==> src/hw/cart_pkg.sv <==
/*
 * shared definitions for the cartridge mapper
 *  - widths of banks, offsets and byte addresses
 *  - header offsets and the RAM enable key
 *  - mapper kind and address region enums, region decode function
 *  - packed structs for download beats, console bus, header info, bank state
 *  - reset values of header info and bank state
 */
package cart_pkg;

	// ------------------------------
	// widths
	localparam int DL_ADDR_W  = 25;                     // download byte address
	localparam int DL_DATA_W  = 16;                     // download beat is one word
	localparam int BUS_ADDR_W = 16;                     // console address space
	localparam int ROM_BANK_W = 9;                      // up to 512 banks (MBC5)
	localparam int RAM_BANK_W = 4;                      // up to 16 banks of 8k
	localparam int ROM_OFS_W  = 14;                     // 16k per ROM bank
	localparam int RAM_OFS_W  = 13;                     // 8k per RAM bank
	localparam int ROM_ADDR_W = ROM_BANK_W + ROM_OFS_W; // 8 MB of ROM
	localparam int RAM_ADDR_W = RAM_BANK_W + RAM_OFS_W; // 128 KB of RAM

	// header words, addressed by the even byte of the word
	localparam logic [DL_ADDR_W-1:0] HDR_MBC_TYPE = 25'h146; // type byte sits in the high half
	localparam logic [DL_ADDR_W-1:0] HDR_SIZES    = 25'h148; // low = ROM size, high = RAM size
	localparam logic [3:0] RAM_ENABLE_KEY = 4'hA;

	typedef enum logic [2:0] {
		mbc_none, mbc_1, mbc_2, mbc_3, mbc_5
	} mbc_kind_t;

	// 8k regions picked by address bits 15:13
	typedef enum logic [2:0] {
		rgn_ram_enable, // 0000-1FFF
		rgn_rom_bank,   // 2000-3FFF
		rgn_ram_bank,   // 4000-5FFF
		rgn_mode,       // 6000-7FFF
		rgn_rom_high0,  // 8000-9FFF, first block above ROM, not served here
		rgn_cram,       // A000-BFFF
		rgn_other       // C000 and up
	} cart_region_t;

	// ------------------------------
	typedef struct packed {
		logic                 wr;   // one strobe per word
		logic [DL_ADDR_W-1:0] addr;
		logic [DL_DATA_W-1:0] data;
	} dl_word_t;

	typedef struct packed {
		logic [BUS_ADDR_W-1:0] addr;
		logic                  rd;
		logic                  wr;
		logic [7:0]            di;
	} cart_bus_t;

	typedef struct packed {
		mbc_kind_t             kind;
		logic [ROM_BANK_W-1:0] rom_mask;
		logic [RAM_BANK_W-1:0] ram_mask;
	} cart_info_t;

	typedef struct packed {
		logic [ROM_BANK_W-1:0] rom_bank;
		logic [RAM_BANK_W-1:0] ram_bank;
		logic                  ram_enable;
		logic                  mbc1_mode;  // 0: RAM bank bits extend the ROM bank
		logic                  rtc_sel;    // MBC3 clock register mapped at A000
	} bank_state_t;

	localparam cart_info_t  INFO_RESET = '{kind: mbc_none, rom_mask: '0, ram_mask: '0};
	localparam bank_state_t BANK_RESET = '{rom_bank: 9'd1, ram_bank: '0, ram_enable: 1'b0,
		mbc1_mode: 1'b0, rtc_sel: 1'b0};

	function automatic cart_region_t region_of(input logic [BUS_ADDR_W-1:0] addr);
		case (addr[15:13])
			3'b000:  return rgn_ram_enable;
			3'b001:  return rgn_rom_bank;
			3'b010:  return rgn_ram_bank;
			3'b011:  return rgn_mode;
			3'b100:  return rgn_rom_high0;
			3'b101:  return rgn_cram;
			default: return rgn_other;
		endcase
	endfunction

endpackage

==> src/hw/mbc_regs.sv <==
/*
 * mapper register file
 *  - console writes to 0000-7FFF land here
 *  - RAM enable, ROM bank, RAM bank / RTC select, MBC1 mode
 *  - held at reset values during reset and cartridge download
 */
module mbc_regs (
	input  logic                  clk_sys,
	input  logic                  reset,
	input  logic                  dl_active,
	input  cart_pkg::cart_bus_t   bus,
	input  cart_pkg::cart_info_t  info,
	output cart_pkg::bank_state_t banks
);
	import cart_pkg::*;

	cart_region_t rgn;  // which register the write goes to
	logic         is_mbc5;

	assign rgn     = region_of(bus.addr);
	assign is_mbc5 = (info.kind == mbc_5);

	// ------------------------------
	always_ff @(posedge clk_sys) begin
		if (reset || dl_active) begin
			banks <= BANK_RESET; // a new image always starts from bank 1
		end else if (bus.wr) begin
			case (rgn)
				// any value other than the key switches RAM off again
				rgn_ram_enable: begin
					banks.ram_enable <= (bus.di[3:0] == RAM_ENABLE_KEY);
				end

				rgn_rom_bank: begin
					if (is_mbc5) begin
						if (bus.addr[12]) begin
							banks.rom_bank[8] <= bus.di[0];         // 3000-3FFF high bit
						end else begin
							banks.rom_bank[7:0] <= bus.di;          // 2000-2FFF low byte
						end
					end else if (bus.di[6:0] == 7'd0) begin
						banks.rom_bank <= 9'd1;                      // bank 0 aliases to 1
					end else begin
						banks.rom_bank <= {2'b00, bus.di[6:0]};
					end
				end

				rgn_ram_bank: begin
					case (info.kind)
						mbc_3: begin
							// codes 08..0C pick a clock register instead of RAM
							if (bus.di[3]) begin
								banks.rtc_sel <= 1'b1;
							end else begin
								banks.rtc_sel  <= 1'b0;
								banks.ram_bank <= {2'b00, bus.di[1:0]};
							end
						end
						mbc_5: begin
							banks.ram_bank <= bus.di[3:0];          // 16 banks
						end
						default: begin
							banks.ram_bank <= {2'b00, bus.di[1:0]}; // MBC1: 2 bits, shared
						end
					endcase
				end

				// only MBC1 has the ROM/RAM banking mode switch
				rgn_mode: begin
					if (info.kind == mbc_1) begin
						banks.mbc1_mode <= bus.di[0];
					end
				end

				default: begin
					// writes above 7FFF hit RAM or nothing
				end
			endcase
		end
	end

endmodule

==> config.mk <==
export PLATFORM = sky130hd
export DESIGN_NAME = mbc_regs
export DESIGN_NICKNAME = d
export VERILOG_FILES = /design/src/hw/cart_pkg.sv /design/src/hw/mbc_regs.sv
export SDC_FILE = /design/constraint.sdc
export NUM_CORES = 1
export LEC_CHECK = 0
export CORE_UTILIZATION = 55
export CTS_BUF_LIST = sky130_fd_sc_hd__clkbuf_8
export CTS_CLUSTER_SIZE = 30
export DETAILED_ROUTE_END_ITERATION = 12
export DONT_BUFFER_PORTS = 1
export PLACE_DENSITY = 0.73
export SLEW_MARGIN = 20
export SYNTH_ARGS = -nofsm -noshare
export SYNTH_HDL_FRONTEND = slang
export SYNTH_SLANG_ARGS = --single-unit
==> constraint.sdc <==
create_clock -name clk_sys -period 0.95 [get_ports clk_sys]
set_input_delay 0.19 -clock clk_sys [delete_from_list [all_inputs] [get_ports clk_sys]]
set_output_delay 0.19 -clock clk_sys [all_outputs]
set_load 0.02 [all_outputs]
# Yosys cells after proc, flatten, opt, wreduce, memory -nomap -nowiden

Cells that the tools add are included.

Bits in latches: 0
ROM bits: 0
Output and inout port bits: 16
Input bits: 45
Memories: 0
Logic and storage cells: 39
Memory bits (writable): 0
Flip-flop bits (word level): 16

Muxes and demuxes: 8
Eq/ne operators: 15
Divide/modulo/power cells: 0
Shifts and indexed selects: 0
$add $sub $neg: 0
Bitwise gates (word level): 0
Magnitude comparators: 0
$mul: 0
Reduce and logical (&&, ||, !) cells: 10

Operators by type and width:

| operator             | count |
|---|---|
| $pmux W3 S6          | 1 |
| $eq A3 B2 Y1 const B | 5 |
| $reduce_and A3 Y1    | 5 |
| $eq A3 B1 Y1 const B | 3 |
| $eq A3 B3 Y1 const B | 3 |
| $mux W9              | 1 |
| $mux W8              | 1 |
| $pmux W4 S2          | 1 |
| $logic_not A7 Y1     | 1 |
| $mux W7              | 1 |
| $logic_not A3 Y1     | 2 |
| $ne A2 B2 Y1 const B | 3 |
| $eq A4 B4 Y1 const B | 1 |
| $mux W4              | 1 |
| $mux W1              | 2 |
| $reduce_and A2 Y1    | 1 |
| $logic_or A1 B1 Y1   | 1 |

# Logic depth before layout (Yosys ltp)

Depth in word-level cells: 4
Mapped depth: 4
Mapped depth without buffers: 3

# Worst setup path after synthesis

No wires, ideal clock.

Path kind: input to register
Start: in dl_active
End: reg banks[7] in the netlist's numbering
Arrival time: 851 ps
Slack: -25 ps
Data required time: 826 ps
Setup time: 124 ps
Stages: 4
Cell sequence: or2_1 > buf_2 > nor4_1 > a21oi_1

Word-level cells in the longest chain between the ends: 1

RTL lines:

| what               | RTL line       | text |
|---|---|---|
| from (decl)        | mbc_regs.sv:10 | `input logic dl_active,` |
| $logic_or A1 B1 Y1 | mbc_regs.sv:25 | `if (reset \|\| dl_active) begin` |
| to (decl)          | mbc_regs.sv:13 | `output cart_pkg::bank_state_t banks` |

No other way between the ends.
A chain may end at the register's enable or synchronous reset.

# Worst setup path in the final report

Start: reg banks[3] in the netlist's numbering
End: out banks[3] in the netlist's numbering

No word-level cell between the ends.

==> impl_metrics.json <==
{
  "run_status": "finished clean",
  "synthAdderAreaFrac_pct": 0,
  "netlist-cell-type-count": 29,
  "hp-class": "input pin to flip-flop",
  "clock-sinks": 16,
  "antenna_found_initial": 0,
  "drv_slew": 0,
  "syn_to_final_growth_pct": 22.57,
  "avgSynthCellArea_um2": 8.896,
  "cts_tree": "done",
  "gp_congestion": 0.7766,
  "crit_chain": "buf_4",
  "fp.dieArea_um2": 1629,
  "cp_top_family": "flip-flops",
  "fillCellCount": 105,
  "grt_usage_pct": 25.40,
  "clockRootBuffer": "clkbuf_8",
  "cellLeakagePower_nw": 0.3410,
  "nNetsFinal": 155,
  "core_um2": 1334,
  "grt_pass1_vias": 672,
  "start_kind": "flip-flop",
  "io_pins": 61,
  "synthMuxAreaShare_pct": 3.709,
  "routedWlPerCell_um": 16.20,
  "finalHoldViolations": 0,
  "drt_iter0_markers": 22,
  "layout_common_cells": "buf_4 (19), dfxtp_1 (14), a21oi_1 (11), nand3_1 (11), o21ai_1 (10)",
  "vias_per_cell": 6.252,
  "grt_max_degree": 9,
  "firstDrtPassIters": 4,
  "max-cap-violations": 0,
  "die_y_um": 40.37,
  "clk_latency_ns": 0.25,
  "drtAntennaViolNets": 0,
  "antenna_cells": 0,
  "finalClockSkew_ns": 0,
  "start_util_pct": 60.69,
  "rsz0062_at_grt": "no",
  "synthCells": 91,
  "finalCriticalPeriod_ns": 0.9218,
  "finalSetupViolCount": 0,
  "yosysSeqAreaShare_pct": 39.57,
  "numPortBuffers": 0,
  "finalCritPeriodShare_pct": 97.03,
  "synth_xor_area_share_pct": 0,
  "htreeDepth": 1,
  "postCtsSetupBuffers": 0,
  "ys_warn_count": 0,
  "cp_max_fo": 2,
  "stdcell_area_um2": 992.2,
  "syn_area_um2": 809.5,
  "critPathSlowestCell": "dfxtp_1",
  "routed_wl_mm": 1.993,
  "arrival_ns": 0.73,
  "top_regs": "banks (16)",
  "rows": 13,
  "clkSlewWorstSetupHoldPaths_ns": 0.06,
  "tightestPinTransition_ns": 0.3614,
  "synth-compound-area-share_pct": 17.93,
  "stdcell_count": 123,
  "largest_reg_flops": 16,
  "synth-seq-cells": 16,
  "synth_top_family_by_area": "simple AND/OR/NAND/NOR gates",
  "cts.path.max_buffers": 2,
  "layout-drive-gt1-share_pct": 25.93,
  "final_common_cell": "buf_4",
  "end_kind": "primary output",
  "place_area_um2": 948.4,
  "dr_total_vias": 769,
  "dp_hpwl_mm": 1.465,
  "vdd_drop_max_v": 0.0009768,
  "drc": 0,
  "slowest_delay_ns": 0.34,
  "max_freq_ghz": 1.085,
  "yosys.area_share.simple_pct": 35.55,
  "worstPathBufferInverterCount": 1,
  "grt-ovfl-total": 0,
  "max_flop_register": "banks",
  "grt_pass1_wl_mm": 2.670,
  "placedCellCount": 120,
  "cts_buffers": 3,
  "pwr_density_cell_nw_per_um2": 1303,
  "die_x_um": 40.37,
  "cp.required_ns": 0.76,
  "path_class": "flip-flop to primary output",
  "setup_tns_ns": 0,
  "maxSlewHeadroom_pct": 75.58,
  "synth_nets": 136
}
==> stage by stage <==
step | utilization, % | hold WS, ns | worst slack (ns) | power (mW)
floorplan | - | 0.3293 | -0.02530 | 0.7652
global placement | 71.11 | 0.3346 | -0.05950 | 0.7932
detailed placement | 71.11 | 0.3403 | -0.07015 | 0.7950
CTS | 74.20 | 0.07721 | 0.01988 | 1.298
global route | 74.39 | 0.06652 | 0.001755 | 1.331
finish | 74.39 | 0.07150 | 0.02822 | 1.293
==> kinds of logic after synthesis <==
kind of cell    Yosys count
simple gates             40
compound gates           26
flops                    16
buf+inv                   6
mux                       3
==> final cells by class <==
class	instances	area [µm²]	share of cell area, %
multi-input cells	69	462.9	46.66
inverters	1	3.754	0.3783
clock buffers	3	41.29	4.161
repair buffers	19	142.6	14.38
well taps	15	18.77	1.892
flip-flops and latches	16	322.8	32.53
==> synth_stat cells <==
master / instances / area, µm²
nand3b_1: 1 / 7.510
nor3b_2: 1 / 12.51
o21ai_1: 10 / 50.05
nand4bb_1: 3 / 33.78
nor4bb_1: 2 / 20.02
nor4_1: 2 / 12.51
a211oi_1: 1 / 7.510
nand2_1: 4 / 15.01
nor2b_1: 1 / 6.260
a31o_1: 2 / 17.52
inv_1: 1 / 3.750
and4bb_2: 1 / 12.51
or2_1: 1 / 6.260
and4bb_1: 2 / 25.02
and4b_1: 1 / 10.01
nand4b_1: 2 / 17.52
nor4b_1: 1 / 8.760
a21oi_1: 11 / 55.05
dfxtp_1: 16 / 320.3
nand3_1: 11 / 55.05
nand4_1: 1 / 6.260
clkbuf_1: 2 / 7.510
o211ai_1: 1 / 7.510
mux2i_1: 3 / 30.03
or3b_4: 1 / 11.26
nor4_2: 1 / 12.51
o31ai_1: 1 / 7.510
nor2_1: 4 / 15.01
buf_2: 3 / 15.01
==> report_power, final <==
group / internal [mW] / switching, mW / leakage (nW)
Sequential: 0.674 / 0.00290 / 0.130
Clock: 0.282 / 0.229 / 0.0216
Combinational: 0.0555 / 0.0491 / 0.189
==> worst paths after layout <==
| kind | slack (ns) | endpoint | start | cells past startpoint |
|---|---|---|---|---|
| max | 0.03 | banks[3] | banks[3] | 1 |
| min | 0.07 | banks[0] | bus[3] | 2 |
| max reg2reg | 0.16 | banks[7] | banks[7] | 2 |
| min reg2reg | 0.48 | banks[11] | banks[11] | 2 |
==> per-layer routing <==
layer | track usage (%) | wire length (µm) | vias up
met4 | 15.83 | 48 | 0
met1 | 27.52 | 839 | 343
met3 | 10.00 | 160 | 7
met5 | 0 | 0 | -
met2 | 40.87 | 945 | 34
li1 | - | - | 385
==> what timing repair did <==
| item | in CTS | in global routing |
|---|---|---|
| endpoints found under the setup margin | 0 | 2 |
| gates resized for setup | 0 | 2 |
| hold buffers | 0 | 0 |
(Power assumes the default switching activity.)
