`config.mk`:
```
export PLATFORM = sky130hd
export DESIGN_NAME = cart_header
export DESIGN_NICKNAME = d
export VERILOG_FILES = /design/src/hw/cart_pkg.sv /design/src/hw/cart_header.sv
export SDC_FILE = /design/constraint.sdc
export NUM_CORES = 1
export LEC_CHECK = 0
export BUFFER_PORTS_ARGS = -buffer_cell sky130_fd_sc_hd__buf_4
export CAP_MARGIN = 20
export CORE_MARGIN = 5
export CORE_UTILIZATION = 38
export CTS_CLUSTER_SIZE = 28
export DETAILED_ROUTE_END_ITERATION = 16
export HOLD_SLACK_MARGIN = 0.03
export PLACE_DENSITY = 0.76
export REMOVE_ABC_BUFFERS = 1
export SYNTH_ARGS = -nofsm -noshare
export SYNTH_HDL_FRONTEND = slang
export SYNTH_SLANG_ARGS = --single-unit
```
`constraint.sdc`:
```
create_clock -name clk_sys -period 1.7 [get_ports clk_sys]
set_input_delay 0.17 -clock clk_sys [delete_from_list [all_inputs] [get_ports clk_sys]]
set_output_delay 0.17 -clock clk_sys [all_outputs]
set_load 0.005 [all_outputs]
```
`src/hw/cart_pkg.sv`:
```
/*
 * shared definitions for the cartridge mapper
 *  - widths of banks, offsets and byte addresses
 *  - header offsets and the RAM enable key
 *  - mapper kind and address region enums, region decode function
 *  - packed structs for download beats, console bus, header info, bank state
 *  - reset values of header info and bank state
 */
package cart_pkg;

	// ------------------------------
	// widths
	localparam int DL_ADDR_W  = 25;                     // download byte address
	localparam int DL_DATA_W  = 16;                     // download beat is one word
	localparam int BUS_ADDR_W = 16;                     // console address space
	localparam int ROM_BANK_W = 9;                      // up to 512 banks (MBC5)
	localparam int RAM_BANK_W = 4;                      // up to 16 banks of 8k
	localparam int ROM_OFS_W  = 14;                     // 16k per ROM bank
	localparam int RAM_OFS_W  = 13;                     // 8k per RAM bank
	localparam int ROM_ADDR_W = ROM_BANK_W + ROM_OFS_W; // 8 MB of ROM
	localparam int RAM_ADDR_W = RAM_BANK_W + RAM_OFS_W; // 128 KB of RAM

	// header words, addressed by the even byte of the word
	localparam logic [DL_ADDR_W-1:0] HDR_MBC_TYPE = 25'h146; // type byte sits in the high half
	localparam logic [DL_ADDR_W-1:0] HDR_SIZES    = 25'h148; // low = ROM size, high = RAM size
	localparam logic [3:0] RAM_ENABLE_KEY = 4'hA;

	typedef enum logic [2:0] {
		mbc_none, mbc_1, mbc_2, mbc_3, mbc_5
	} mbc_kind_t;

	// 8k regions picked by address bits 15:13
	typedef enum logic [2:0] {
		rgn_ram_enable, // 0000-1FFF
		rgn_rom_bank,   // 2000-3FFF
		rgn_ram_bank,   // 4000-5FFF
		rgn_mode,       // 6000-7FFF
		rgn_rom_high0,  // 8000-9FFF, first block above ROM, not served here
		rgn_cram,       // A000-BFFF
		rgn_other       // C000 and up
	} cart_region_t;

	// ------------------------------
	typedef struct packed {
		logic                 wr;   // one strobe per word
		logic [DL_ADDR_W-1:0] addr;
		logic [DL_DATA_W-1:0] data;
	} dl_word_t;

	typedef struct packed {
		logic [BUS_ADDR_W-1:0] addr;
		logic                  rd;
		logic                  wr;
		logic [7:0]            di;
	} cart_bus_t;

	typedef struct packed {
		mbc_kind_t             kind;
		logic [ROM_BANK_W-1:0] rom_mask;
		logic [RAM_BANK_W-1:0] ram_mask;
	} cart_info_t;

	typedef struct packed {
		logic [ROM_BANK_W-1:0] rom_bank;
		logic [RAM_BANK_W-1:0] ram_bank;
		logic                  ram_enable;
		logic                  mbc1_mode;  // 0: RAM bank bits extend the ROM bank
		logic                  rtc_sel;    // MBC3 clock register mapped at A000
	} bank_state_t;

	localparam cart_info_t  INFO_RESET = '{kind: mbc_none, rom_mask: '0, ram_mask: '0};
	localparam bank_state_t BANK_RESET = '{rom_bank: 9'd1, ram_bank: '0, ram_enable: 1'b0,
		mbc1_mode: 1'b0, rtc_sel: 1'b0};

	function automatic cart_region_t region_of(input logic [BUS_ADDR_W-1:0] addr);
		case (addr[15:13])
			3'b000:  return rgn_ram_enable;
			3'b001:  return rgn_rom_bank;
			3'b010:  return rgn_ram_bank;
			3'b011:  return rgn_mode;
			3'b100:  return rgn_rom_high0;
			3'b101:  return rgn_cram;
			default: return rgn_other;
		endcase
	endfunction

endpackage

```
`src/hw/cart_header.sv`:
```
/*
 * cartridge header capture
 *  - grabs the type byte and the size word while the ROM streams in
 *  - decodes the mapper kind from the type code
 *  - decodes ROM and RAM bank masks from the size codes
 */
module cart_header (
	input  logic                 clk_sys,
	input  logic                 reset,
	input  cart_pkg::dl_word_t   dl,
	input  logic                 dl_active,
	output cart_pkg::cart_info_t info
);
	import cart_pkg::*;

	logic hdr_wr;   // beat of the cartridge image, not of some other file
	logic type_hit;
	logic size_hit;

	// ------------------------------
	// decode helpers

	// type codes, as listed in the cartridge header spec
	function automatic mbc_kind_t kind_of(input logic [7:0] code);
		case (code) inside
			[8'd1:8'd3]:   return mbc_1;   // plain, +RAM, +RAM+battery
			[8'd5:8'd6]:   return mbc_2;
			[8'd15:8'd19]: return mbc_3;   // with and without timer
			[8'd25:8'd30]: return mbc_5;   // incl. rumble variants
			default:       return mbc_none; // ROM only and unsupported mappers
		endcase
	endfunction

	// 0 -> 2 banks ... 8 -> 512 banks, one mask bit per doubling
	function automatic logic [ROM_BANK_W-1:0] rom_mask_of(input logic [7:0] code);
		if (code <= 8'd8) begin
			return 9'h1FF >> (4'd8 - code[3:0]);
		end
		return 9'd127; // odd sizes 52h..54h, round up to 128 banks
	endfunction

	function automatic logic [RAM_BANK_W-1:0] ram_mask_of(input logic [7:0] code);
		if (code < 8'd3) begin
			return 4'b0000;  // none, 2k or 8k: single bank
		end
		if (code == 8'd3) begin
			return 4'b0011;  // 32k in 4 banks
		end
		return 4'b1111;      // 128k in 16 banks
	endfunction

	// ------------------------------
	assign hdr_wr   = dl.wr & dl_active;
	assign type_hit = hdr_wr && (dl.addr == HDR_MBC_TYPE);
	assign size_hit = hdr_wr && (dl.addr == HDR_SIZES);

	always_ff @(posedge clk_sys) begin
		if (reset) begin
			info <= INFO_RESET;
		end else begin
			if (type_hit) begin
				info.kind <= kind_of(dl.data[15:8]); // byte 147h
			end
			if (size_hit) begin
				info.rom_mask <= rom_mask_of(dl.data[7:0]);  // byte 148h
				info.ram_mask <= ram_mask_of(dl.data[15:8]); // byte 149h
			end
		end
	end

endmodule

```
# ---- After elaboration in Yosys (flattened, before gate mapping)
# Index checks and enable logic that the tools add are counted.
dict set report word_totals {
  regBits 16
  inputBits 45
  wordCells 45
}
dict set report op_classes {
  add_sub_neg 1
  n_lt_le_gt_ge 10
  n_eq_ne 3
  shift 1
  muxes 20
  bitwise 1
  n_reduce_logical 6
}
# cell n
set op_table {}
lappend op_table {{$eq A25 B9 Y1 const B} 2}
lappend op_table {{$mux W9} 2}
lappend op_table {{$le A8 B5 Y1 const B} 2}
lappend op_table {{$mux W4} 4}
lappend op_table {{$mux W3} 4}
lappend op_table {{$mux W1} 10}
lappend op_table {{$shr A9 B4 Y9 const A} 1}
lappend op_table {{$eq A8 B2 Y1 const B} 1}
lappend op_table {{$ge A8 B1 Y1 const B} 1}
lappend op_table {{$ge A8 B3 Y1 const B} 1}
lappend op_table {{$ge A8 B4 Y1 const B} 1}
lappend op_table {{$ge A8 B5 Y1 const B} 1}
lappend op_table {{$le A8 B2 Y1 const B} 1}
lappend op_table {{$le A8 B3 Y1 const B} 1}
lappend op_table {{$le A8 B4 Y1 const B} 1}
lappend op_table {{$lt A8 B2 Y1 const B} 1}
lappend op_table {{$logic_and A1 B1 Y1} 6}
lappend op_table {{$sub A4 B4 Y4 const A} 1}
lappend op_table {{$and A1 B1 Y1} 1}

# ---- Logic depth before layout (Yosys ltp)
dict set report logic_depth {
  ltp_word 9
  ltp_mapped 7
  ltp_nobuf 7
}

# ---- Worst setup path after synthesis
# No wires, ideal clock.
dict set report synth_path {
  path_type {input to register}
  startpoint {input dl[23] (netlist name)}
  endpoint {register info[14] (netlist name)}
  setup_ns 0.071
  arrival_time_ns 1.719
  slack_ns -0.090
  path_stages 4
  n_path_buf 0
  cell_sequence {or4b_4 > or4_1 > or4_1 > a21oi_1}
}
dict set report synth_between {
  elab_chain_cells 2
}
# element line
set synth_lines {}
lappend synth_lines {{from (decl)} cart_header.sv:10} ;# input cart_pkg::dl_word_t dl,
lappend synth_lines {{$eq A25 B9 Y1} cart_header.sv:54} ;# assign type_hit = hdr_wr && (dl.addr == HDR_MBC_TYPE);
lappend synth_lines {{$logic_and A1 B1 Y1} cart_header.sv:54}
lappend synth_lines {{to (decl)} cart_header.sv:12} ;# output cart_pkg::cart_info_t info
# Every way passes these cells.
# A chain may end at the register's enable or synchronous reset.

# ---- Final worst setup path
dict set report layout_path {
  startpoint {input dl[26] (netlist name)}
  endpoint {register info[14] (netlist name)}
}
# Same word-level chain as after synthesis.

==> run_results.csv <==
group,metric,value,unit
final_layout,multiInputGateArea,630.6,um2
cts,clock_latency,270,ps
power_and_ir_drop,p_comb_share,23.5,%
final_layout,final_cell_mix,"buf_4, dfxtp_1, a21oi_1",
drt,vias_per_cell,5.540,
grt,antenna_found_initial,0,
critical_path,crit_fanout,4,
sta,finClkSkew,0,ps
final_layout,antenna_cells,0,
grt,gr-usage-all-layers,17.29,%
drt,drc_errors,0,
final_layout,drive_gt1_share,43.09,%
final_layout,num-nets-final,232,
floorplanning,coreArea,0.002432,mm2
sta,period_share,98.88,%
critical_path,crit_type,"input port to flop",
power_and_ir_drop,cell_internal_pwr,503.3,uW
critical_path,arrival,1890,ps
placement,io_buffers,60,
grt,grt_remaining_overflow,0,
cts,cts_buffers,3,
synth,netlist.top_cell.by_area,"dfxtp_1",
cts,cts_resized,0,
drt,wirelength,2.970,mm
min_path,hp-class,"input port to flop",
run_status,status,"complete, no violations",
sta,fmax,0.5949,GHz
sta,rsz0062_at_grt,"yes",
power_and_ir_drop,clockPowerShare,27.3,%
drt,wl_per_cell,14.08,um
synth,synth.top_cell.area_share,29.32,%
placement,place_hpwl,2.460,mm
cts,post_cts_buffers,0,
grt,grt_max_degree,15,
floorplanning,dieArea,0.003619,mm2
synth,synthCells,118,
critical_path,worstSetupEndpointType,"flop",
floorplanning,die_w,60.16,um
flow_run,cap_viol_max_count,0,
sta,hold_viol,0,
final_layout,reg_top3,"info: 14 flops",
drt,detail_route.iter0.violations,59,
power_and_ir_drop,power.leakage,0.0006301,uW
final_layout,final_util,61.52,%
synth,synth.distinct_cells,40,
synth,synth_seq_area_share,29.32,%
critical_path,critPathLaunchType,"input port",
synth,synth_edf_count,0,
power_and_ir_drop,sw_frac_of_total,24.43,%
synth,syn_area_per_cell,8.101,um2
final_layout,areaGrowthSynthToFinish,56.54,%
placement,gp_congestion,0.8339,
synth,syn_area,955.9,um2
synth,synthTopCellsByArea,"dfxtp_1, a21oi_1, o21ai_0",
sta,setup-tns-final,0,ps
sta,tightest_slew,350.6,ps
critical_path,reg2reg_slack,960,ps
drt,vias,1169,
cts,cts.sinks,14,
grt,grt_pass1_wl,4.878,mm
drt,drtAntennaViolNets,0,
floorplanning,initial_core_util,39.30,%
power_and_ir_drop,p_seq_share,49.2,%
cts,clk_pin_slew_worst_paths,80,ps
cts,htreeDepth,1,
synth,ys.flop_type,"dfxtp_1",
cts,clock_path_buffers,2,
critical_path,critPathRequiredTime,1910,ps
sta,slew_viol_final,0,
cts,hold_buffers,0,
synth,synth_warnings,0,
final_layout,largest_reg_flops,14,
floorplanning,rows,18,
final_layout,regMostFlops,"info",
final_layout,fillers,231,
power_and_ir_drop,p_per_area,445.0,mW/mm2
power_and_ir_drop,p_total,666.0,uW
synth,async_reset_ff_share,0,%
final_layout,seq_area,280.3,um2
power_and_ir_drop,p_sw,162.7,uW
final_layout,mostFrequentLayoutCell,"buf_4",
grt,grt_pass1_vias,1205,
floorplanning,io_pins,61,
sta,max-slew-margin-rel,76.41,%
cts,cts_tree,"done",
cts,cts-root-buf,"clkbuf_4",
synth,synth_seq_cells,14,
drt,drt_first_pass_iters,4,
sta,finalCriticalPeriod,1681,ps
floorplanning,die_h,60.16,um
power_and_ir_drop,vdd_ir_drop_max,0.0003008,V
sta,setup_viol,0,
logic make-up (layout without fill, tap and decap cells):
logic type,count (synthesis),count (layout),synth area share [%]
AOI/OAI and AO/OA,41,41,26.83
xor gates and xnor gates,1,1,0.9164
adders and majority gates,4,4,5.236
buffers and inverters,12,75,6.282
DFF,14,14,29.32
and+or+nand+nor,46,46,31.41
metal layers:
| layer | GRT usage [%] | vias to the layer above | wire [um] |
|---|---|---|---|
| met5 | 0 | - | 0 |
| met2 | 33.49 | 43 | 1573 |
| met1 | 18.53 | 537 | 1132 |
| met4 | 4.430 | 0 | 12 |
| met3 | 3.672 | 2 | 252 |
| li1 | - | 587 | - |
worst paths after layout:
| path | startpoint | end | depth (start not counted) |
|---|---|---|---|
| hold reg to reg | info[15] | info[15] | 2 |
| setup reg to reg | info[11] | info[11] | 2 |
| setup / recovery | dl[26] | info[14] | 5 |
| hold / removal | reset | info[14] | 2 |
synth_stat cells, types with 3 or more instances:
cell      count
or4_1         3
o21ai_0      12
clkbuf_1      3
inv_1         5
nor4_1        9
ha_1          4
nor3_1        7
a211oi_1      4
dfxtp_1      14
a21oi_1      14
or3_1         7
nor2_1        3
worst max-delay path, cell delays in order:
cell	delay [ps]
buf_4	110
or4b_4	540
or4_4	520
or4_4	420
a21oi_2	130
final cells by class:
cell class / count / share of cell area [%]
tap: 30 / 2.508
inverter: 5 / 1.254
sequential: 14 / 18.73
clock buffer: 3 / 1.505
multi-input combinational: 92 / 42.14
timing repair buffer: 67 / 33.86
metrics by stage:
step           hold slack [ps]  setup slack [ps]  instances  cell area [um2]
2_1_floorplan            239.1            -178.5        111            914.6
3_3_place_gp             448.7            -224.8        208             1455
3_5_place_dp             457.4            -296.3        208             1455
4_1_cts                  164.3             10.51        211             1478
5_1_grt                  176.4            -9.633        211             1496
6_report                 171.1             19.08        211             1496
power groups by stage:
stage          sequential [uW]  combinational (uW)  clock [uW]
6_report                   328                 157         182
4_1_cts                    328                 155         186
3_5_place_dp               335                 154           0
3_3_place_gp               335                 148           0
5_1_grt                    328                 173         203
2_1_floorplan              335                45.8           0
Note: power is estimated with default switching activity, not from simulation.
