--- src/hw/cart_pkg.sv ---
/*
 * shared definitions for the cartridge mapper
 *  - widths of banks, offsets and byte addresses
 *  - header offsets and the RAM enable key
 *  - mapper kind and address region enums, region decode function
 *  - packed structs for download beats, console bus, header info, bank state
 *  - reset values of header info and bank state
 */
package cart_pkg;

	// ------------------------------
	// widths
	localparam int DL_ADDR_W  = 25;                     // download byte address
	localparam int DL_DATA_W  = 16;                     // download beat is one word
	localparam int BUS_ADDR_W = 16;                     // console address space
	localparam int ROM_BANK_W = 9;                      // up to 512 banks (MBC5)
	localparam int RAM_BANK_W = 4;                      // up to 16 banks of 8k
	localparam int ROM_OFS_W  = 14;                     // 16k per ROM bank
	localparam int RAM_OFS_W  = 13;                     // 8k per RAM bank
	localparam int ROM_ADDR_W = ROM_BANK_W + ROM_OFS_W; // 8 MB of ROM
	localparam int RAM_ADDR_W = RAM_BANK_W + RAM_OFS_W; // 128 KB of RAM

	// header words, addressed by the even byte of the word
	localparam logic [DL_ADDR_W-1:0] HDR_MBC_TYPE = 25'h146; // type byte sits in the high half
	localparam logic [DL_ADDR_W-1:0] HDR_SIZES    = 25'h148; // low = ROM size, high = RAM size
	localparam logic [3:0] RAM_ENABLE_KEY = 4'hA;

	typedef enum logic [2:0] {
		mbc_none, mbc_1, mbc_2, mbc_3, mbc_5
	} mbc_kind_t;

	// 8k regions picked by address bits 15:13
	typedef enum logic [2:0] {
		rgn_ram_enable, // 0000-1FFF
		rgn_rom_bank,   // 2000-3FFF
		rgn_ram_bank,   // 4000-5FFF
		rgn_mode,       // 6000-7FFF
		rgn_rom_high0,  // 8000-9FFF, first block above ROM, not served here
		rgn_cram,       // A000-BFFF
		rgn_other       // C000 and up
	} cart_region_t;

	// ------------------------------
	typedef struct packed {
		logic                 wr;   // one strobe per word
		logic [DL_ADDR_W-1:0] addr;
		logic [DL_DATA_W-1:0] data;
	} dl_word_t;

	typedef struct packed {
		logic [BUS_ADDR_W-1:0] addr;
		logic                  rd;
		logic                  wr;
		logic [7:0]            di;
	} cart_bus_t;

	typedef struct packed {
		mbc_kind_t             kind;
		logic [ROM_BANK_W-1:0] rom_mask;
		logic [RAM_BANK_W-1:0] ram_mask;
	} cart_info_t;

	typedef struct packed {
		logic [ROM_BANK_W-1:0] rom_bank;
		logic [RAM_BANK_W-1:0] ram_bank;
		logic                  ram_enable;
		logic                  mbc1_mode;  // 0: RAM bank bits extend the ROM bank
		logic                  rtc_sel;    // MBC3 clock register mapped at A000
	} bank_state_t;

	localparam cart_info_t  INFO_RESET = '{kind: mbc_none, rom_mask: '0, ram_mask: '0};
	localparam bank_state_t BANK_RESET = '{rom_bank: 9'd1, ram_bank: '0, ram_enable: 1'b0,
		mbc1_mode: 1'b0, rtc_sel: 1'b0};

	function automatic cart_region_t region_of(input logic [BUS_ADDR_W-1:0] addr);
		case (addr[15:13])
			3'b000:  return rgn_ram_enable;
			3'b001:  return rgn_rom_bank;
			3'b010:  return rgn_ram_bank;
			3'b011:  return rgn_mode;
			3'b100:  return rgn_rom_high0;
			3'b101:  return rgn_cram;
			default: return rgn_other;
		endcase
	endfunction

endpackage

--- src/hw/bank_map.sv ---
/*
 * address mapping, purely combinational
 *  - console address + bank state -> ROM byte address
 *  - console address + bank state -> cartridge RAM address
 *  - ROM read strobe and cartridge RAM select
 */
module bank_map (
	input  cart_pkg::cart_bus_t             bus,
	input  cart_pkg::cart_info_t            info,
	input  cart_pkg::bank_state_t           banks,
	output logic [cart_pkg::ROM_ADDR_W-1:0] rom_addr,
	output logic                            rom_rd,
	output logic [cart_pkg::RAM_ADDR_W-1:0] ram_addr,
	output logic                            ram_sel
);
	import cart_pkg::*;

	cart_region_t          rgn;
	logic [6:0]            mbc1_bank;    // 7-bit MBC1 bank before masking
	logic [ROM_BANK_W-1:0] eff_bank;     // bank seen at 4000-7FFF
	logic [ROM_BANK_W-1:0] rom_bank_sel; // bank for the current address
	logic [RAM_BANK_W-1:0] ram_bank_sel;

	assign rgn = region_of(bus.addr);

	// ------------------------------
	// ROM side

	// mode 0: RAM bank reg drives ROM bank bits 6:5, mode 1: they read as 0
	assign mbc1_bank = {banks.mbc1_mode ? 2'b00 : banks.ram_bank[1:0], banks.rom_bank[4:0]};

	always_comb begin
		case (info.kind)
			mbc_1:        eff_bank = {2'b00, mbc1_bank} & info.rom_mask;
			mbc_2, mbc_3: eff_bank = {2'b00, banks.rom_bank[6:0]} & info.rom_mask;
			mbc_5:        eff_bank = banks.rom_bank & info.rom_mask; // bank 0 allowed
			default:      eff_bank = 9'd1; // no mapper, 32k linear
		endcase
	end

	// 0000-3FFF is always bank 0
	assign rom_bank_sel = bus.addr[14] ? eff_bank : '0;
	assign rom_addr     = {rom_bank_sel, bus.addr[ROM_OFS_W-1:0]};
	assign rom_rd       = bus.rd & ~bus.addr[15];

	// ------------------------------
	// RAM side

	always_comb begin
		case (info.kind)
			mbc_1: begin
				// RAM only banks in mode 1, mode 0 gives the bits to ROM
				ram_bank_sel = banks.mbc1_mode ? (banks.ram_bank & info.ram_mask) : '0;
			end
			mbc_3, mbc_5: begin
				ram_bank_sel = banks.ram_bank & info.ram_mask;
			end
			default: begin
				ram_bank_sel = '0;  // MBC2 512x4 on chip, or plain 8k
			end
		endcase
	end

	assign ram_addr = {ram_bank_sel, bus.addr[RAM_OFS_W-1:0]};
	assign ram_sel  = (rgn == rgn_cram);

endmodule

--- config.mk ---
export PLATFORM = sky130hd
export DESIGN_NAME = bank_map
export DESIGN_NICKNAME = d
export VERILOG_FILES = /design/src/hw/cart_pkg.sv /design/src/hw/bank_map.sv
export SDC_FILE = /design/constraint.sdc
export NUM_CORES = 1
export LEC_CHECK = 0
export BUFFER_PORTS_ARGS = -buffer_cell sky130_fd_sc_hd__buf_2
export CAP_MARGIN = 20
export CORE_MARGIN = 8
export CORE_UTILIZATION = 26
export DETAILED_ROUTE_END_ITERATION = 8
export PLACE_DENSITY = 0.95
export RECOVER_POWER = 25
export SLEW_MARGIN = 20
export SYNTH_ARGS = -nofsm -noshare
export SYNTH_HDL_FRONTEND = slang
export SYNTH_SLANG_ARGS = --single-unit
--- constraint.sdc ---
create_clock -name vclk -period 0.88
set_input_delay 0.044 -clock vclk [all_inputs]
set_output_delay 0.044 -clock vclk [all_outputs]
set_load 0.05 [all_outputs]
After elaboration in Yosys (flattened, before gate mapping)
Cells that the tools add are included.
Widths: inputs -> output; s select.
{"block": "totals", "register_bits": 0, "input_bits": 58, "out_inout_bits": 42, "wordCells": 25}
{"block": "op_classes", "n_eq_ne": 10, "muxes": 6, "n_bitwise": 6, "reduce_logical": 3}
{"cell": "$pmux 9 s3", "n": 1}
{"cell": "$and 7x9->9", "n": 2}
{"cell": "$pmux 3 s6", "n": 1}
{"cell": "$eq 3x2->1 const B", "n": 4}
{"cell": "$eq 3x3->1 const B", "n": 4}
{"cell": "$and 9x9->9", "n": 1}
{"cell": "$mux 9", "n": 1}
{"cell": "$pmux 4 s2", "n": 1}
{"cell": "$eq 3x1->1 const B", "n": 2}
{"cell": "$and 4x4->4", "n": 1}
{"cell": "$mux 4", "n": 1}
{"cell": "$reduce_or 2->1", "n": 2}
{"cell": "$logic_not 3->1", "n": 1}
{"cell": "$mux 2", "n": 1}
{"cell": "$and 1x1->1", "n": 1}
{"cell": "$not 1->1", "n": 1}

Depth between registers and ports, before layout
Gate-level depths: netlist of the first run.
{"block": "logic_depth", "ltp_word": 4, "mapped_depth": 3}

Least setup slack after synthesis of the first run
No wires, ideal clock.
{"block": "synth_timing", "path_kind": "input-to-output", "start": "input port info[13] (netlist name)", "end": "output port rom_addr[14] (netlist name)", "arrival_ps": 1320, "required_ps": 836, "setup_slack_ps": -484, "stages": 2, "n_path_buf": 0, "cell_sequence": "or3_4 > a31oi_1"}
{"block": "synth_between", "elab_chain_len": 4, "word_cells_on_any_way": 7, "classes_between": "4 x eq/ne; 2 x mux; 1 x reduce/logical"}
{"element": "from (decl)", "line_no": "bank_map.sv:9", "text": "input cart_pkg::cart_info_t info,"}
{"element": "$eq 3x2->1", "line_no": "bank_map.sv:33", "text": "case (info.kind)"}
{"element": "$reduce_or 2->1", "line_no": "bank_map.sv:33"}
{"element": "$pmux 9 s3 *", "line_no": "bank_map.sv:33"}
{"element": "$mux 9 *", "line_no": "bank_map.sv:42", "text": "assign rom_bank_sel = bus.addr[14] ? eff_bank : '0;"}
{"element": "to (decl)", "line_no": "bank_map.sv:11", "text": "output logic [cart_pkg::ROM_ADDR_W-1:0] rom_addr,"}
Every way passes the cells marked *; elsewhere a longest branch is shown, timed or not.

Worst setup path in the final report of the first run
{"block": "layout_timing", "start": "input port info[15] (netlist name)", "end": "output port rom_addr[15] (netlist name)"}
The elaborated chain is that of the path after synthesis.

==> results of run 1 <==
-- path summary, 6_finish.rpt --
check                 startpoint      endpoint  slack, ns  cells past startpoint
worst min-delay path     bus[11]   ram_addr[1]       0.09                      0
worst max-delay path    info[15]  rom_addr[15]       -0.1                      5
-- power breakdown --
part,switching [W],leakage [nW],internal [W]
Combinational,0.000229,0.392,0.000194
Clock,0,0,0
Sequential,0,0,0
-- routing by layer --
| layer | up-vias | track usage | wire [um] |
|---|---|---|---|
| met5 | - | 0 | 0 |
| met4 | 0 | 0.0378 | 68 |
| met3 | 14 | 0.0449 | 236 |
| met2 | 34 | 0.215 | 1020 |
| met1 | 238 | 0.0822 | 568 |
| li1 | 255 | - | - |
-- logic make-up after synthesis --
group,share of synthesized area
and+or+nand+nor,0.433
buffers and inverters,0.482
AOI/OAI and AO/OA,0.0848
-- placed cells by master (no fill, tap or decap) --
cell and instances:
nand2_1 10, nand2b_4 1, a31oi_4 3, nor2_2 1, buf_8 8, nor2b_1 2
nor2_4 5, buf_2 33, buf_6 9, nand3_4 1, nand3_1 2, buf_12 1
and3_4 6, and3_1 2, nor4b_4 1, or3_4 1, nand2b_1 1, o22ai_4 1
inv_1 1, nand2_2 1, o21ai_2 1, buf_4 5
-- final cells by class --
class | instances | area, sq um | area share
multi-input combinational | 39 | 374 | 0.444
tap | 16 | 20.0 | 0.0238
inverter | 1 | 3.75 | 0.00446
timing repair buffer | 56 | 444 | 0.527
-- through the flow --
stage,utilization,hold WS (ns),power [W],std cells,setup TNS [ns]
2_1_floorplan,-,0.248,0.000486,67,-0.716
3_3_place_gp,0.375,0.0885,0.000294,110,-2.31
3_5_place_dp,0.375,0.0885,0.000304,110,-2.78
4_1_cts,0.507,0.0885,0.000394,111,-0.832
5_1_grt,0.553,0.0881,0.000446,112,-1.28
6_report,0.553,0.0880,0.000423,112,-0.949
-- timing repair --
action,in CTS,in global routing
setup endpoints to repair,13,13
resized for setup,52,14
pin swaps,12,8
buffers inserted,1,1
==> metrics, run 1 <==
Syn Inst Count 67; Crit. End Element primary output; ANT cells 0; vias in the first global route 612; pin count of the biggest net entering global routing 9; first-pass GRT wire length 2.84 mm; routed vias 541; Die Area 0.00320 sq mm; final setup margin -0.100 ns; first drt pass iteration count 3; Period minus WS final 0.980 ns; count leader, synth buf_4; area grow syn2layout 96.8%; Leakage 0.392 nW; Core ar. 0.00152 sq mm; WL/cell 16.9 um; final hold vios 0; status finished, violations left; share of layout cells above drive strength 1 0.813; Worst-Margin Slew 0.254 ns; GRT Resource Usage Total 0.105; Initial Util 0.281; top cell type by total area after synthesis buf_4; Post-DP Area 572 sq um; Peak Freq 1.02 GHz; DRC 0; DR iter-0 viols 2; PwrDens 503 mW/mm^2; Hold Path Class in2out; Overflow after GRT 0; sequential cell area 0 sq um; RSZ-0062 raised after global routing yes; Max VDD drop 0.000311 V; post-synthesis net count 125; Synth Cell Area 428 sq um; crit path kind in2out; crit-path cells buf_12 -> or3_4 -> nand3_4 -> nor2_4 -> buf_6; ranking of synthesized cells by area buf_4, and3_1, nand2_1, nor2_1, a31oi_1; Die Wd 56.6 um; Largest stage delay, worst path 0.42 ns; Setup-failing EPs final 11; failing checks negative setup slack; crit-path leading delay family simple AND/OR/NAND/NOR gates; worst endpoint required time 0.84 ns; Post-Place Setup Slack -0.264 ns; Top Ports 100; I/O Buffers 50; initial antenna violation count 0; Die Y 56.6 um; Yosys cell types 14; Slew HR 0.830; vias per inst 4.83; Nets 156; FFs & Latches 0; row count 14; Seq/Total Area, Yosys 0; CP max stage cell or3_4; fin crit share 1.11; Synth top cells by count buf_4, nand2_1, and3_1, nor2_1, a31oi_1; DP Wirelength 1.46 mm; ANT nets after route 0; syn avg cell area 6.39 sq um; clock buffers 0; Filler cells 141; crit path max fanout 7; Routed WL 1.89 mm; CP startpoint kind primary input; final instance area 842 sq um; gpl congestion 0.692; crit path buf inv count 2; Ys Warns 0; max-slew violation count 0; max-cap check violation count 0; Synth top area share 0.474; hold_buf cts 0; crit path DAT 0.94 ns
Note: power is estimated with default switching activity, not from simulation.
==> inputs of run 2 (changes only) <==
CORE_MARGIN = 5   (was 8)
GPL_TIMING_DRIVEN = 1   (was not set)
==> metrics, run 2 (same netlist as run 1, synthesis figures left out) <==
uppermost layer routed met4; Internal 0.000171 W; pin count of the biggest net entering global routing 9; Setup-failing EPs final 11; I/O Buffers 50; Die Y 50.6 um; sequential cell area 0 sq um; DRC 0; clock buffers 0; WL/cell 12.9 um; Routed WL 1.42 mm; PwrDens 500 mW/mm^2; Hold Path Class in2out; share of layout cells above drive strength 1 0.713; dpl cells 108; row count 14; GRT Resource Usage Total 0.105; first-pass GRT wire length 2.26 mm; Nets 154; gpl congestion 0.706; wl on met1 442 um; Leakage 0.379 nW; switching pwr 0.000205 W; Period minus WS final 0.961 ns; Core ar. 0.00154 sq mm; failing checks negative setup slack; Comb pwr share 1.000; routed vias 507; max-slew violation count 0; vias per inst 4.61; crit path kind in2out; status finished, violations left; CP max stage cell or3_4; first drt pass iteration count 3; most frequent cells in the layout buf_2, buf_6, nand2_1, and3_1; Clock power frac 0; Worst-Margin Slew 0.275 ns; Filler cells 142; crit path max fanout 7; FFs & Latches 0; commonest non-fill, non-tap cell in the layout buf_2; max-cap check violation count 0; crit-path leading delay family simple AND/OR/NAND/NOR gates; DR iter-0 viols 4; area grow syn2layout 75.7%; metal3 WL 190 um; Crit. End Element primary output; Sequential Power Share 0; crit path buf inv count 2; ANT nets after route 0; Max VDD drop 0.000242 V; Die Wd 50.6 um; Largest stage delay, worst path 0.41 ns; crit-path cells buf_12 -> or3_4 -> nand3_4 -> nor2_2 -> buf_6; DP Wirelength 1.18 mm; Post-DP Area 557 sq um; Top Ports 100; Peak Freq 1.04 GHz; Die Area 0.00256 sq mm; final hold vios 0; final instance area 752 sq um; final setup margin -0.0809 ns; Slew HR 0.816; ANT cells 0; Initial Util 0.278; CP startpoint kind primary input; fin cells 110; worst endpoint required time 0.84 ns; crit path DAT 0.92 ns; WL met2 782 um; vias in the first global route 521; initial antenna violation count 0; Overflow after GRT 0; Sw Share 0.546; RSZ-0062 raised after global routing yes; fin crit share 1.09
[run 2: cell count changes in the layout (fill, tap and decap cells not counted), sizes merged]
cell	change
buf	-2
[run 2: worst paths after layout]
kind,cells after the start,startpoint,to
max,5,info[14],rom_addr[16]
min,0,bus[19],ram_addr[9]
[run 2: cell type report]
cell class | count | area (sq um) | share of cell area
inverters | 1 | 3.75 | 0.00499
multi-input cells | 39 | 320 | 0.426
well taps | 16 | 20.0 | 0.0266
repair buffers | 54 | 408 | 0.542
[run 2: what timing repair did]
action                                 in CTS  in global routing
setup endpoints to repair                  13                 12
buffers inserted                            0                  2
hold buffers                                0                  0
pin swaps                                  13                  5
resized for setup                          43                  5
endpoints found under the hold margin       0                  0
[run 2: layer usage]
metal  GRT usage  vias to the layer above
li1            -                      251
met1       0.106                      221
met2       0.209                       32
met3      0.0325                        3
met4      0.0128                        0
met5           0                        -
[run 2: stage by stage]
step	utilization	total power, W	TNS, ns	worst slack [ns]	hold WS [ns]
2_1_floorplan	-	0.000486	-0.716	-0.159	0.248
3_3_place_gp	0.361	0.000286	-1.84	-0.209	0.0885
3_5_place_dp	0.361	0.000293	-2.24	-0.257	0.0885
4_1_cts	0.463	0.000362	-0.442	-0.117	0.0885
5_1_grt	0.488	0.000399	-0.777	-0.118	0.0881
6_report	0.488	0.000376	-0.485	-0.0809	0.0880
[run 2: power by group through the flow]
| stage | Clock, W | Combinational, W | Sequential [W] |
|---|---|---|---|
| after global placement | 0 | 0.000286 | 0 |
| final | 0 | 0.000376 | 0 |
| after global routing | 0 | 0.000399 | 0 |
| after floorplan | 0 | 0.000486 | 0 |
| after CTS | 0 | 0.000362 | 0 |
| after detailed placement | 0 | 0.000293 | 0 |
==> inputs of run 3 (changes only) <==
CORE_UTILIZATION = 24   (was 26)
PLACE_DENSITY = 0.9   (was 0.95)
clock period = 0.9 ns   (was 0.88 ns; I/O delays follow)
==> metrics, run 3 (same netlist as run 1, synthesis figures left out) <==
status finished, violations left; failing checks negative setup slack; fin cells 123; Die Area 0.00273 sq mm; final instance area 903 sq um; row count 15; Setup-failing EPs final 13; TNS Setup -0.651 ns; met1 GRT Util 0.0901; CP max stage cell and3_4; Worst-Margin Slew 0.270 ns; Hold Path Class in2out; commonest non-fill, non-tap cell in the layout buf_2; sequential cell area 0 sq um; Hold Path Origin bus[14]; ANT cells 0; Initial Util 0.251; Top Ports 100; crit path max fanout 5; hold_buf cts 0; GRT met3 Usage 0.0342; DR iter-0 viols 5; Nets 158; grt peak-use layer met2; Routed WL 1.78 mm; Post-DP Area 591 sq um; I/O Buffers 50; max-cap check violation count 0; Die Wd 52.2 um; fin crit share 1.09; Largest stage delay, worst path 0.22 ns; Filler cells 163; FFs & Latches 0; area grow syn2layout 111%; vias per inst 4.41; crit path DAT 0.93 ns; Crit. End Element primary output; CP startpoint kind primary input; gpl congestion 0.677; final setup margin -0.0779 ns; WL/cell 14.5 um; first drt pass iteration count 3; crit-path cells buf_12 -> buf_6 -> nand2b_4 -> o22ai_4 -> and3_4 -> buf_8; final hold vios 0; fin util 0.529; pin count of the biggest net entering global routing 7; Core ar. 0.00171 sq mm; Die Y 52.2 um; Total Power 0.000430 W; Peak Freq 1.02 GHz; ANT nets after route 0; GRT met2 Usage 0.301; Max VDD drop 0.000224 V; crit path kind in2out; Period minus WS final 0.978 ns; RSZ-0062 raised after global routing yes; clock buffers 0; most frequent cells in the layout buf_2, buf_6, nand2_1, buf_8, and3_4; crit-path leading delay family buffers and inverters; vias in the first global route 630; first-pass GRT wire length 2.68 mm; DRC 0; crit path buf inv count 3; hold path depth 0; initial antenna violation count 0; Leakage 0.415 nW; PwrDens 476 mW/mm^2; worst endpoint required time 0.85 ns; Overflow after GRT 0; max-slew violation count 0; Slew HR 0.820; DP Wirelength 1.47 mm; dpl cells 120; routed vias 543; share of layout cells above drive strength 1 0.867; GRT Resource Usage Total 0.126; Worst Hold End ram_addr[4]
==> run 3: cell count changes in the layout (fill, tap and decap cells not counted), moves of 2 or more <==
cell	delta
nand2_1	-2
and3_4	+5
and3_1	-5
buf_6	-3
nand3_2	+2
nand2b_4	+2
buf_8	+6
nand3_1	-2
nand2_2	+2
nand2b_1	-2
==> run 3: layout make-up <==
cell class                 count  area, sq um  share of cell area
multi-input combinational     39          397               0.439
inverter                       1         3.75             0.00416
timing repair buffer          58          472               0.522
tap                           25         31.3              0.0346
==> run 3: how the worst max path moves through the flow <==
| stage | start | end | cells after the start |
|---|---|---|---|
| after floorplan | info[13] | rom_addr[14] | 2 |
| after global placement | info[14] | rom_addr[19] | 5 |
| after detailed placement | info[14] | rom_addr[19] | 5 |
| after CTS | info[13] | ram_addr[14] | 5 |
| after global routing | info[15] | ram_addr[14] | 6 |
| final | info[15] | ram_addr[14] | 6 |
==> run 3: repair_timing <==
item	CTS	global route
pin swaps	19	8
cloned	0	0
setup endpoints to repair	13	13
buffers inserted	3	0
resized for setup	63	11
==> run 3: through the flow <==
step	worst slack (ns)	hold WS [ns]
2_1_floorplan	-0.141	0.250
3_3_place_gp	-0.215	0.0905
3_5_place_dp	-0.270	0.0905
4_1_cts	-0.0618	0.0905
5_1_grt	-0.114	0.0901
6_report	-0.0779	0.0900
==> run 3: where the power goes <==
part	internal [W]	switching (W)
clock	0	0
combinational	0.000205	0.000225
sequential	0	0
==> run 3: metal layers <==
metal | routed length [um] | part of all wire
met5 | 0 | 0
met3 | 235 | 0.13
met1 | 401 | 0.23
met2 | 1130 | 0.63
met4 | 14 | 0.0079
